--- config.mk ---
export PLATFORM = sky130hd
export DESIGN_NAME = fetch_top
export DESIGN_NICKNAME = d
export VERILOG_FILES = /design/src/fetch_cfg_pkg.sv /design/src/rv_instr_pkg.sv /design/src/instr_predecode.sv /design/src/next_pc_gen.sv /design/src/ir_stage.sv /design/src/fetch_top.sv
export SDC_FILE = /design/constraint.sdc
export NUM_CORES = 1
export LEC_CHECK = 0
export ABC_AREA = 1
export BUFFER_PORTS_ARGS = -buffer_cell sky130_fd_sc_hd__clkbuf_2
export CORE_MARGIN = 2
export CORE_UTILIZATION = 52
export CTS_CLUSTER_DIAMETER = 120
export DETAILED_ROUTE_END_ITERATION = 6
export GPL_ROUTABILITY_DRIVEN = 1
export PLACE_DENSITY = 0.89
export SYNTH_ARGS = -nofsm -noshare
export SYNTH_HDL_FRONTEND = slang
export SYNTH_SLANG_ARGS = --single-unit
--- constraint.sdc ---
create_clock -name clk -period 3.1 [get_ports clk]
set_input_delay 0.31 -clock clk [delete_from_list [all_inputs] [get_ports clk]]
set_output_delay 0.31 -clock clk [all_outputs]
set_load 0.005 [all_outputs]
--- src/fetch_cfg_pkg.sv ---
////////////////////////////////////////////////////////////
// Instruction fetch unit configuration
// Address and word widths, the reset vector and the
// sequential fetch step, shared by the fetch RTL and
// the testbench
////////////////////////////////////////////////////////////

package fetch_cfg_pkg;

  ////////////////////////////////////////////////////////////
  // Widths
  ////////////////////////////////////////////////////////////

  // Program counter width
  localparam int PC_W = 32;

  // One fetched instruction word
  localparam int INSTR_W = 32;

  // Address type used on every PC path
  typedef logic [PC_W-1:0] pc_t;

  ////////////////////////////////////////////////////////////
  // Fetch addresses
  ////////////////////////////////////////////////////////////

  // Step to the next word, only RV32 words are fetched
  localparam pc_t PC_INCR = pc_t'(4);

  // First fetch address after reset
  localparam pc_t RESET_PC = 32'h0000_1000;

endpackage

--- src/rv_instr_pkg.sv ---
////////////////////////////////////////////////////////////
// RV32 instruction encodings seen by the fetch pre-decoder
// Opcodes of the jumps and branches, their immediate
// widths and a union that reads one word as B or J format
////////////////////////////////////////////////////////////

package rv_instr_pkg;

  ////////////////////////////////////////////////////////////
  // Opcodes
  ////////////////////////////////////////////////////////////

  // Unconditional jump and link
  localparam logic [6:0] OPC_JAL = 7'b110_1111;

  // BEQ, BNE, BLT, BGE, BLTU, BGEU
  localparam logic [6:0] OPC_BRANCH = 7'b110_0011;

  // Offset widths including the implied zero bit 0
  localparam int B_IMM_W = 13;
  localparam int J_IMM_W = 21;

  ////////////////////////////////////////////////////////////
  // Instruction formats
  ////////////////////////////////////////////////////////////

  // B format, offset bits 12 and 10:5 on top, 4:1 and 11 below
  typedef struct packed {
    logic       imm_12;
    logic [5:0] imm_10_5;
    logic [4:0] rs2;
    logic [4:0] rs1;
    logic [2:0] funct3;
    logic [3:0] imm_4_1;
    logic       imm_11;
    logic [6:0] opcode;
  } b_fmt_t;

  // J format, offset bit order 20, 10:1, 11, 19:12
  typedef struct packed {
    logic       imm_20;
    logic [9:0] imm_10_1;
    logic       imm_11;
    logic [7:0] imm_19_12;
    logic [4:0] rd;
    logic [6:0] opcode;
  } j_fmt_t;

  // Same 32-bit word, two decodings
  typedef union packed {
    b_fmt_t b;
    j_fmt_t j;
  } instr_u;

endpackage

--- src/instr_predecode.sv ---
////////////////////////////////////////////////////////////
// Fetch pre-decoder
// Looks at the returning instruction word, flags JAL and
// conditional branches and builds their sign-extended
// offset for the next-PC prediction. Purely combinational
////////////////////////////////////////////////////////////
`timescale 1ns/100ps

module instr_predecode (
  input  rv_instr_pkg::instr_u instr,
  output logic                 is_jal,
  output logic                 is_bxx,
  output fetch_cfg_pkg::pc_t   bjp_imm
);

  import fetch_cfg_pkg::*;
  import rv_instr_pkg::*;

  // Raw offsets, bit 0 is always zero
  logic [B_IMM_W-1:0] b_imm;
  logic [J_IMM_W-1:0] j_imm;

  // Opcode match, both views share the opcode field
  assign is_jal = (instr.j.opcode == OPC_JAL);
  assign is_bxx = (instr.b.opcode == OPC_BRANCH);

  // Reassemble the scrambled B offset
  assign b_imm = {instr.b.imm_12,
                  instr.b.imm_11,
                  instr.b.imm_10_5,
                  instr.b.imm_4_1,
                  1'b0};

  // Reassemble the scrambled J offset
  assign j_imm = {instr.j.imm_20,
                  instr.j.imm_19_12,
                  instr.j.imm_11,
                  instr.j.imm_10_1,
                  1'b0};

  // Sign extend the matching offset to a full address
  always_comb begin
    bjp_imm = '0;
    if (is_jal) begin
      bjp_imm = {{(PC_W-J_IMM_W){j_imm[J_IMM_W-1]}}, j_imm};
    end else if (is_bxx) begin
      bjp_imm = {{(PC_W-B_IMM_W){b_imm[B_IMM_W-1]}}, b_imm};
    end
    // Anything else leaves the offset at zero
  end

endmodule

--- src/next_pc_gen.sv ---
////////////////////////////////////////////////////////////
// Next PC generation and fetch channel control
// Owns the PC register, the reset fetch, the outstanding
// request flag and the delayed flush. Picks the next fetch
// address from flush, prediction, reset vector or PC+4
// and drives the request and response handshakes
////////////////////////////////////////////////////////////
`timescale 1ns/100ps

module next_pc_gen (
  input  logic               clk,
  input  logic               reset,
  // From the pre-decoder
  input  logic               is_jal,
  input  logic               is_bxx,
  input  fetch_cfg_pkg::pc_t bjp_imm,
  // Flush from execute
  input  logic               pipe_flush_req,
  input  fetch_cfg_pkg::pc_t pipe_flush_add_op1,
  input  fetch_cfg_pkg::pc_t pipe_flush_add_op2,
  // Fetch request channel
  output logic               ifu_req_valid,
  input  logic               ifu_req_ready,
  output fetch_cfg_pkg::pc_t ifu_req_pc,
  // Fetch response channel
  input  logic               ifu_rsp_valid,
  output logic               ifu_rsp_ready,
  // Toward the instruction register
  input  logic               ir_ready,
  output logic               ir_load,
  output fetch_cfg_pkg::pc_t ir_pc,
  output logic               prdt_taken
);

  import fetch_cfg_pkg::*;

  logic req_hsked;
  logic rsp_hsked;
  logic reset_flag_r;
  logic reset_req_r;
  logic reset_req_set;
  logic reset_req_clr;
  logic dly_flush_r;
  logic dly_flush_set;
  logic dly_flush_clr;
  logic flush_real;
  logic out_flag_r;
  logic new_req_condi;
  logic bjp_req;
  pc_t  pc_r;
  pc_t  pc_add_op1;
  pc_t  pc_add_op2;
  pc_t  pc_nxt_pre;
  pc_t  pc_nxt;

  assign req_hsked = ifu_req_valid & ifu_req_ready;
  assign rsp_hsked = ifu_rsp_valid & ifu_rsp_ready;

  ////////////////////////////////////////////////////////////
  // Reset fetch
  ////////////////////////////////////////////////////////////

  // High in reset and one cycle after it
  always_ff @(posedge clk) begin
    reset_flag_r <= reset;
  end

  // One reset-vector request, held until it is taken
  assign reset_req_set = ~reset_req_r & reset_flag_r;
  assign reset_req_clr = reset_req_r & req_hsked;

  always_ff @(posedge clk) begin
    if (reset) begin
      reset_req_r <= 1'b0;
    end else if (reset_req_set) begin
      reset_req_r <= 1'b1;
    end else if (reset_req_clr) begin
      reset_req_r <= 1'b0;
    end
  end

  ////////////////////////////////////////////////////////////
  // Flush tracking
  ////////////////////////////////////////////////////////////

  // Flush always acked; if its fetch cannot go out now, remember it
  assign dly_flush_set = pipe_flush_req & ~req_hsked;
  assign dly_flush_clr = dly_flush_r & req_hsked;

  always_ff @(posedge clk) begin
    if (reset) begin
      dly_flush_r <= 1'b0;
    end else if (dly_flush_set) begin
      dly_flush_r <= 1'b1;
    end else if (dly_flush_clr) begin
      dly_flush_r <= 1'b0;
    end
  end

  // Live or pending flush, responses get dropped while high
  assign flush_real = pipe_flush_req | dly_flush_r;

  ////////////////////////////////////////////////////////////
  // Outstanding request
  ////////////////////////////////////////////////////////////

  // Set on request, cleared on response, set wins
  always_ff @(posedge clk) begin
    if (reset) begin
      out_flag_r <= 1'b0;
    end else if (req_hsked) begin
      out_flag_r <= 1'b1;
    end else if (rsp_hsked) begin
      out_flag_r <= 1'b0;
    end
  end

  // Idle, or the outstanding word is coming back right now
  assign new_req_condi = ~out_flag_r | rsp_hsked;

  ////////////////////////////////////////////////////////////
  // Prediction and next address
  ////////////////////////////////////////////////////////////

  // JAL always, branches only backward
  assign prdt_taken = is_jal | (is_bxx & bjp_imm[PC_W-1]);

  // Only a word actually on the response bus may redirect
  assign bjp_req = ifu_rsp_valid & prdt_taken;

  always_comb begin
    if (pipe_flush_req) begin
      pc_add_op1 = pipe_flush_add_op1;
      pc_add_op2 = pipe_flush_add_op2;
    end else if (dly_flush_r) begin
      // pc_r already holds the flush target
      pc_add_op1 = pc_r;
      pc_add_op2 = '0;
    end else if (bjp_req) begin
      pc_add_op1 = pc_r;
      pc_add_op2 = bjp_imm;
    end else if (reset_req_r) begin
      pc_add_op1 = RESET_PC;
      pc_add_op2 = '0;
    end else begin
      pc_add_op1 = pc_r;
      pc_add_op2 = PC_INCR;
    end
  end

  // One shared adder, halfword alignment forced
  assign pc_nxt_pre = pc_add_op1 + pc_add_op2;
  assign pc_nxt     = {pc_nxt_pre[PC_W-1:1], 1'b0};

  // Update on an issued fetch or on any incoming flush
  always_ff @(posedge clk) begin
    if (reset) begin
      pc_r <= RESET_PC;
    end else if (req_hsked | pipe_flush_req) begin
      pc_r <= pc_nxt;
    end
  end

  ////////////////////////////////////////////////////////////
  // Channel outputs
  ////////////////////////////////////////////////////////////

  // Normal fetch once out of reset, or a flush fetch at any time
  assign ifu_req_valid = (~reset_flag_r | pipe_flush_req) & new_req_condi;
  assign ifu_req_pc    = pc_nxt;

  // Drain freely during a flush, else take word and next request together
  assign ifu_rsp_ready = flush_real | (ir_ready & ifu_req_ready);

  assign ir_load = rsp_hsked & ~flush_real;
  // pc_r is the address of the word in flight
  assign ir_pc   = pc_r;

endmodule

--- src/ir_stage.sv ---
////////////////////////////////////////////////////////////
// Instruction register toward execute
// Holds one fetched word with its PC, bus error and
// prediction, and hands it off on a valid/ready handshake
////////////////////////////////////////////////////////////
`timescale 1ns/100ps

module ir_stage (
  input  logic                                clk,
  input  logic                                reset,
  // Load side
  input  logic                                ir_load,
  input  logic [fetch_cfg_pkg::INSTR_W-1:0]   ifu_rsp_instr,
  input  logic                                ifu_rsp_err,
  input  fetch_cfg_pkg::pc_t                  ir_pc,
  input  logic                                prdt_taken,
  output logic                                ir_ready,
  // Flush from execute
  input  logic                                pipe_flush_req,
  // Execute channel
  output logic                                ifu_o_valid,
  input  logic                                ifu_o_ready,
  output logic [fetch_cfg_pkg::INSTR_W-1:0]   ifu_o_ir,
  output fetch_cfg_pkg::pc_t                  ifu_o_pc,
  output logic                                ifu_o_buserr,
  output logic                                ifu_o_prdt_taken
);

  import fetch_cfg_pkg::*;

  logic               ir_valid_r;
  logic               ir_valid_clr;
  logic [INSTR_W-1:0] ir_r;
  pc_t                pc_r;
  logic               err_r;
  logic               taken_r;

  // Emptied by execute taking it, or dropped by a flush
  assign ir_valid_clr = (ir_valid_r & ifu_o_ready) | (ir_valid_r & pipe_flush_req);

  // Load wins over clear
  always_ff @(posedge clk) begin
    if (reset) begin
      ir_valid_r <= 1'b0;
    end else if (ir_load) begin
      ir_valid_r <= 1'b1;
    end else if (ir_valid_clr) begin
      ir_valid_r <= 1'b0;
    end
  end

  ////////////////////////////////////////////////////////////
  // Payload
  ////////////////////////////////////////////////////////////

  // Only written by a fresh word
  always_ff @(posedge clk) begin
    if (ir_load) begin
      ir_r    <= ifu_rsp_instr;
      pc_r    <= ir_pc;
      err_r   <= ifu_rsp_err;
      taken_r <= prdt_taken;
    end
  end

  // Room now, or room after this cycle
  assign ir_ready = ~ir_valid_r | ir_valid_clr;

  assign ifu_o_valid      = ir_valid_r;
  assign ifu_o_ir         = ir_r;
  assign ifu_o_pc         = pc_r;
  assign ifu_o_buserr     = err_r;
  assign ifu_o_prdt_taken = taken_r;

endmodule

--- src/fetch_top.sv ---
////////////////////////////////////////////////////////////
// Instruction fetch stage, top level
// Connects the pre-decoder, the next-PC generator and the
// instruction register. Memory sits on the request and
// response channels, execute on the ifu_o channel
////////////////////////////////////////////////////////////
`timescale 1ns/100ps

module fetch_top (
  input  logic                                clk,
  input  logic                                reset,
  // Fetch request channel
  output logic                                ifu_req_valid,
  input  logic                                ifu_req_ready,
  output fetch_cfg_pkg::pc_t                  ifu_req_pc,
  // Fetch response channel
  input  logic                                ifu_rsp_valid,
  output logic                                ifu_rsp_ready,
  input  logic [fetch_cfg_pkg::INSTR_W-1:0]   ifu_rsp_instr,
  input  logic                                ifu_rsp_err,
  // Execute channel
  output logic                                ifu_o_valid,
  input  logic                                ifu_o_ready,
  output logic [fetch_cfg_pkg::INSTR_W-1:0]   ifu_o_ir,
  output fetch_cfg_pkg::pc_t                  ifu_o_pc,
  output logic                                ifu_o_buserr,
  output logic                                ifu_o_prdt_taken,
  // Flush
  input  logic                                pipe_flush_req,
  output logic                                pipe_flush_ack,
  input  fetch_cfg_pkg::pc_t                  pipe_flush_add_op1,
  input  fetch_cfg_pkg::pc_t                  pipe_flush_add_op2
);

  import fetch_cfg_pkg::*;
  import rv_instr_pkg::*;

  instr_u rsp_word;
  logic   is_jal;
  logic   is_bxx;
  pc_t    bjp_imm;
  logic   ir_load;
  pc_t    ir_pc;
  logic   prdt_taken;
  logic   ir_ready;

  // Flush never stalls execute, a late one is tracked inside
  assign pipe_flush_ack = 1'b1;

  // Returning word seen through the format union
  assign rsp_word = ifu_rsp_instr;

  instr_predecode u_instr_predecode (
    .instr   (rsp_word),
    .is_jal  (is_jal),
    .is_bxx  (is_bxx),
    .bjp_imm (bjp_imm)
  );

  next_pc_gen u_next_pc_gen (
    .clk                (clk),
    .reset              (reset),
    .is_jal             (is_jal),
    .is_bxx             (is_bxx),
    .bjp_imm            (bjp_imm),
    .pipe_flush_req     (pipe_flush_req),
    .pipe_flush_add_op1 (pipe_flush_add_op1),
    .pipe_flush_add_op2 (pipe_flush_add_op2),
    .ifu_req_valid      (ifu_req_valid),
    .ifu_req_ready      (ifu_req_ready),
    .ifu_req_pc         (ifu_req_pc),
    .ifu_rsp_valid      (ifu_rsp_valid),
    .ifu_rsp_ready      (ifu_rsp_ready),
    .ir_ready           (ir_ready),
    .ir_load            (ir_load),
    .ir_pc              (ir_pc),
    .prdt_taken         (prdt_taken)
  );

  ir_stage u_ir_stage (
    .clk              (clk),
    .reset            (reset),
    .ir_load          (ir_load),
    .ifu_rsp_instr    (ifu_rsp_instr),
    .ifu_rsp_err      (ifu_rsp_err),
    .ir_pc            (ir_pc),
    .prdt_taken       (prdt_taken),
    .ir_ready         (ir_ready),
    .pipe_flush_req   (pipe_flush_req),
    .ifu_o_valid      (ifu_o_valid),
    .ifu_o_ready      (ifu_o_ready),
    .ifu_o_ir         (ifu_o_ir),
    .ifu_o_pc         (ifu_o_pc),
    .ifu_o_buserr     (ifu_o_buserr),
    .ifu_o_prdt_taken (ifu_o_prdt_taken)
  );

endmodule

==> flow_metrics.py, run 1 <==
metrics = {
    "die": {
        "die-height_um": 114,
        "number_of_core_rows": 40,
        "start_util_pct": 52.9,
        "width_of_the_die_um": 114,
        "top_level_ports": 205,
    },
    "timing": {
        "repair-timing-grt-worst-ep": "ifu_req_pc[16]",
        "worstEndpointType": "output port",
    },
    "synth": {
        "postSynthRegisterBits": 101,
        "syn_area_cell_um2": 7.57,
        "yosys_warnings": 0,
        "synth-seq-area-share_pct": 42.4,
        "mappedNetlistArea_mm2": 0.00630,
        "synthCells": 832,
        "dominantRegCellSynth": "sky130_fd_sc_hd__edfxtp_1",
        "synth_edf_count": 65,
        "synthDistinctLibCells": 42,
        "async_reset_ff_share_pct": 0,
    },
    "place": {
        "placed_area_mm2": 0.00818,
        "gp_congestion": 0.979,
        "number_of_buffer_cells_added_on_primary_ports": 201,
        "dpl_worst_slack_ns": -0.331,
        "dp.cells": 1259,
        "dp.final_hpwl_mm": 16.3,
    },
    "clock_tree": {
        "root_buffer_cell": "sky130_fd_sc_hd__clkbuf_16",
        "cts_inserted_buffers": 9,
        "cts.hold.buffers_added": 0,
        "clock_sink_count": 101,
        "cts_max_path_buffers": 2,
        "cts_htree_levels": 3,
    },
    "grt": {
        "gr-total-overflow": 2,
        "grtUsageTotal_pct": 64.1,
        "grt_max_degree": 66,
    },
    "run_status": {
        "status": "did not finish",
        "error_line": "[ERROR GRT-0232] Routing congestion too high. Check the congestion heatmap in the GUI.",
        "last_step_reached": "global routing",
    },
}
-- cell usage after synthesis, drive strengths merged (2+ instances only) --
cell type / count / area [um^2]
a21boi: 2 / 15.0
a21o: 5 / 37.5
a21oi: 53 / 269
a31oi: 2 / 12.5
a32o: 6 / 60.1
and3: 2 / 12.5
buf: 18 / 116
clkbuf: 10 / 37.5
conb: 2 / 7.51
dfxtp: 36 / 721
edfxtp: 65 / 1950
ha: 30 / 375
inv: 104 / 390
nand2: 229 / 902
nand3: 75 / 390
nor2: 100 / 404
nor3: 8 / 40.0
o21ai: 53 / 269
o21bai: 6 / 45.0
xnor2: 4 / 35.0
xor2: 15 / 131
-- stage by stage --
| step | TNS (ns) | hold WS (ns) |
|---|---|---|
| global placement | -2.21 | 0.434 |
| detailed placement | -5.92 | 0.437 |
| floorplan | 0 | 0.338 |
| CTS | -0.0208 | 0.123 |
-- logic make-up after synthesis --
group	after synthesis	share of synthesized area (%)
adders and majority gates	31	6.28
xor gates and xnor gates	19	2.64
other	2	0.119
buffers and inverters	133	8.72
DFF	101	42.4
and+or+nand+nor	416	28.0
AOI/OAI and AO/OA	130	11.8
-- metal layers --
layer | global-route usage (%) | GRT overflow
met5 | 13.3 | 0
met4 | 58.9 | 2
met1 | 65.3 | 0
met2 | 82.6 | 0
met3 | 47.6 | 0
-- repair_timing --
item                                   CTS
resized for setup                      115
setup buffers                            6
endpoints found under the hold margin    0
pin swaps                               30
gates cloned                             1
setup endpoints to repair               24
==> run 2, diff against run 1 <==
Settings changed: CORE_UTILIZATION 52 to 40, CTS_CLUSTER_DIAMETER 120 to default, PLACE_DENSITY 0.89 to default, PLACE_DENSITY_LB_ADDON from default to 0.15.
==> flow_metrics.py, run 2 <==
metrics = {
    "worst_setup_path": {
        "path_delay_family": "simple AND/OR/NAND/NOR gates",
        "timing.critical_path.from_type": "register",
        "crit_top_cell": "sky130_fd_sc_hd__inv_1",
        "crit_path_start": "u_next_pc_gen.dly_flush_r",
        "element_type_at_the_critical_path_end": "output port",
        "timing.critical_path.arrival_ns": 2.91,
        "worstPathCellList": "inv_1 -> nand3_4 -> buf_6 -> nand3_1 -> nand2_1 -> ha_4 -> buf_4 -> nand2_1 -> nor2_1 -> inv_1 -> nor2_2 -> nand2_2 -> nand2_4 -> buf_6 -> xor2_2 -> buf_4 -> inv_1 -> clkbuf_2",
        "worst-setup-path-type": "reg2out",
        "worstReg2RegStart": "u_next_pc_gen.dly_flush_r",
        "cp_data_required_time_ns": 2.79,
        "r2r_setup_slack_ns": -0.08,
        "critical_path_buf_inv_count": 8,
        "worst-path-max-fanout": 10,
        "crit_path_max_incr_delay_ns": 0.37,
        "crit_slowest_cell": "sky130_fd_sc_hd__dfxtp_4",
    },
    "cells_and_area": {
        "largest_register_ffs": 32,
        "multi_input_comb_area_mm2": 0.00416,
        "most_frequent_standard_cell_in_the_layout_excluding_fill_and_tap_cells": "sky130_fd_sc_hd__clkbuf_2",
        "postLayoutCellArea_mm2": 0.0102,
        "layout_common_cells": "sky130_fd_sc_hd__clkbuf_2 (196), sky130_fd_sc_hd__nand2_1 (173), sky130_fd_sc_hd__buf_4 (157)",
        "insertedDiodeCount": 0,
        "filler_cell_count": 1325,
        "layout-area-overhead-vs-synth_pct": 61.7,
        "layout-drive-gt1-share_pct": 50.8,
        "seqCellArea_mm2": 0.00268,
        "nets": 1319,
    },
    "die": {
        "die-height_um": 129,
        "start_util_pct": 41.1,
        "core_area_mm2": 0.0153,
        "top_level_ports": 205,
        "width_of_the_die_um": 129,
        "die_area_mm2": 0.0168,
        "number_of_core_rows": 45,
    },
    "place": {
        "number_of_buffer_cells_added_on_primary_ports": 201,
        "gp_congestion": 0.957,
        "placed_area_mm2": 0.00846,
        "dpl_worst_slack_ns": -0.305,
        "dp.final_hpwl_mm": 17.0,
    },
    "route": {
        "dr_total_vias": 6891,
        "detail_route.wl_per_cell_um": 16.3,
        "drt_iter0_drc": 391,
        "detailed_route_wire_length_mm": 22.8,
        "drt_first_pass_iters": 5,
        "detail_route.drc_violations": 0,
        "routed_via_density": 4.92,
        "postRouteAntennaNets": 0,
    },
    "synth": {
        "synth_area_leader_cell": "sky130_fd_sc_hd__edfxtp_1",
        "mappedNetlistArea_mm2": 0.00630,
        "post-synth-top-area-fraction_pct": 31.0,
        "yosys_warnings": 0,
        "post_synth_most_frequent_cells": "sky130_fd_sc_hd__nand2_1 (218), sky130_fd_sc_hd__inv_1 (102), sky130_fd_sc_hd__nor2_1 (96), sky130_fd_sc_hd__nand3_1 (72), sky130_fd_sc_hd__edfxtp_1 (65)",
        "postSynthRegisterBits": 101,
        "synth_edf_count": 65,
        "synthCells": 832,
        "synth-seq-area-share_pct": 42.4,
        "syn_area_cell_um2": 7.57,
        "most_used_standard_cell_by_instance_count_after_synthesis": "sky130_fd_sc_hd__nand2_1",
        "synthDistinctLibCells": 42,
        "async_reset_ff_share_pct": 0,
        "synth.area.top_cells": "sky130_fd_sc_hd__edfxtp_1 (31%), sky130_fd_sc_hd__nand2_1 (13%), sky130_fd_sc_hd__dfxtp_1 (11%), sky130_fd_sc_hd__inv_1 (6.1%), sky130_fd_sc_hd__ha_1 (6.0%)",
        "dominantRegCellSynth": "sky130_fd_sc_hd__edfxtp_1",
    },
    "timing": {
        "timing.final.crit_share_pct": 104,
        "hold_ws_ns": 0.122,
        "slew_viol_final": 0,
        "clock-skew-final_ns": 0.0141,
        "clock.fmax_mhz": 311,
        "transition_time_at_the_pin_with_the_least_slew_margin_ns": 1.00,
        "max_slew_margin_pct": 33.0,
        "layout_min_cycle_time_ns": 3.22,
        "post-route-worst-setup-slack_ns": -0.118,
        "setup_viol": 19,
        "final-hold-violation-count": 0,
        "unrepaired_setup_endpoints_after_global_routing": "true",
        "fin_setup_tns_ns": -0.793,
    },
    "pwr": {
        "p_per_area_mw_per_mm2": 449,
        "p_leak_nw": 4.96,
        "irDropWorstVdd_uv": 281,
        "fin_total_pwr_w": 0.00457,
    },
    "clock_tree": {
        "tritoncts": "done",
        "root_buffer_cell": "sky130_fd_sc_hd__clkbuf_16",
        "clk_transition_reported_paths_ns": 0.07,
        "cts_inserted_buffers": 9,
        "clock_sink_count": 101,
        "cts_max_path_buffers": 2,
        "cts_htree_levels": 3,
        "clkLatencyLatePin_ns": 0.37,
        "cts.hold.buffers_added": 0,
    },
    "grt": {
        "grt_first_pass_wirelength_mm": 33.1,
        "grt_max_degree": 52,
        "grt_pass1_vias": 6479,
        "grtUsageTotal_pct": 26.2,
        "grt_antenna_before_repair": 0,
        "gr-total-overflow": 0,
    },
    "run": {
        "maxCapViolations": 0,
    },
    "min_path": {
        "hold_start": "ifu_rsp_err",
        "worst_min_delay_path_category": "in2reg",
    },
    "run_status": {
        "status": "finished, violations left",
        "violations": "setup timing",
    },
}
-- run 2: kinds of logic (layout without fill, tap and decap cells) --
logic type	after synthesis	count (layout)	share of synthesized area [%]
xor+xnor	19	19	2.64
buf+inv	133	490	8.72
simple gates	416	416	28.0
flops	101	101	42.4
other cells	2	3	0.119
fa+ha+maj	31	31	6.28
compound gates	130	130	11.8
-- run 2: worst reg2reg max path: stages, from the launching register on --
cell and delay [ns]:
sky130_fd_sc_hd__dfxtp_4 0.37, sky130_fd_sc_hd__inv_1 0.09, sky130_fd_sc_hd__nand3_4 0.13, sky130_fd_sc_hd__buf_6 0.18, sky130_fd_sc_hd__nand3_1 0.10, sky130_fd_sc_hd__nand2_1 0.11, sky130_fd_sc_hd__ha_4 0.30, sky130_fd_sc_hd__buf_4 0.13
sky130_fd_sc_hd__nand2_1 0.08, sky130_fd_sc_hd__nor2_1 0.14, sky130_fd_sc_hd__inv_1 0.07, sky130_fd_sc_hd__nor2_2 0.09, sky130_fd_sc_hd__nand2_2 0.09, sky130_fd_sc_hd__nand2_4 0.12, sky130_fd_sc_hd__a21oi_4 0.08, sky130_fd_sc_hd__xor2_2 0.15
sky130_fd_sc_hd__buf_4 0.14, sky130_fd_sc_hd__buf_4 0.12, sky130_fd_sc_hd__buf_4 0.12, sky130_fd_sc_hd__buf_4 0.12, sky130_fd_sc_hd__buf_4 0.12, sky130_fd_sc_hd__buf_4 0.12, sky130_fd_sc_hd__nand2_1 0.05, sky130_fd_sc_hd__nand2_1 0.06
sky130_fd_sc_hd__inv_1 0.05
-- run 2: worst paths after layout --
check	endpoint	cells past startpoint
setup / recovery	ifu_req_pc[13]	18
hold / removal	u_ir_stage.ifu_o_buserr	1
setup reg to reg	u_next_pc_gen.ir_pc[21]	24
hold reg to reg	u_ir_stage.ifu_o_pc[31]	0
-- run 2: layout make-up --
class | instances | share of cell area (%)
Multi-Input combinational cell | 599 | 40.9
Sequential cell | 101 | 26.3
Timing Repair Buffer | 369 | 23.2
Inverter | 105 | 3.94
Tap cell | 211 | 2.59
Clock buffer | 9 | 2.21
Clock inverter | 7 | 0.909
-- run 2: repair_timing --
action	in CTS	in global routing
hold endpoints to repair	0	0
setup endpoints to repair	26	27
resized for setup	165	106
pin swaps	63	39
setup buffers	23	10
cloned	1	0
-- run 2: through the flow --
stage | cells | utilization, %
after floorplan | 833 | -
after global placement | 1351 | 55.2
after detailed placement | 1351 | 55.2
after CTS | 1391 | 62.9
after global routing | 1401 | 66.5
final | 1401 | 66.5
-- run 2: power by group --
part / total [W] / internal [W] / switching (W)
clock: 0.00120 / 0.000647 / 0.000553
sequential: 0.00162 / 0.00155 / 0.0000671
combinational: 0.00175 / 0.000841 / 0.000912
total: 0.00457 / 0.00304 / 0.00153
-- run 2: routing by layer --
layer / vias to the layer above / GRT usage (%) / wire length, um
met5: - / 0 / 0
met4: 0 / 11.1 / 921
met3: 57 / 4.09 / 1140
met2: 241 / 47.5 / 11600
met1: 3170 / 30.7 / 9170
li1: 3423 / - / -
Note: power is estimated with default switching activity, not from simulation.
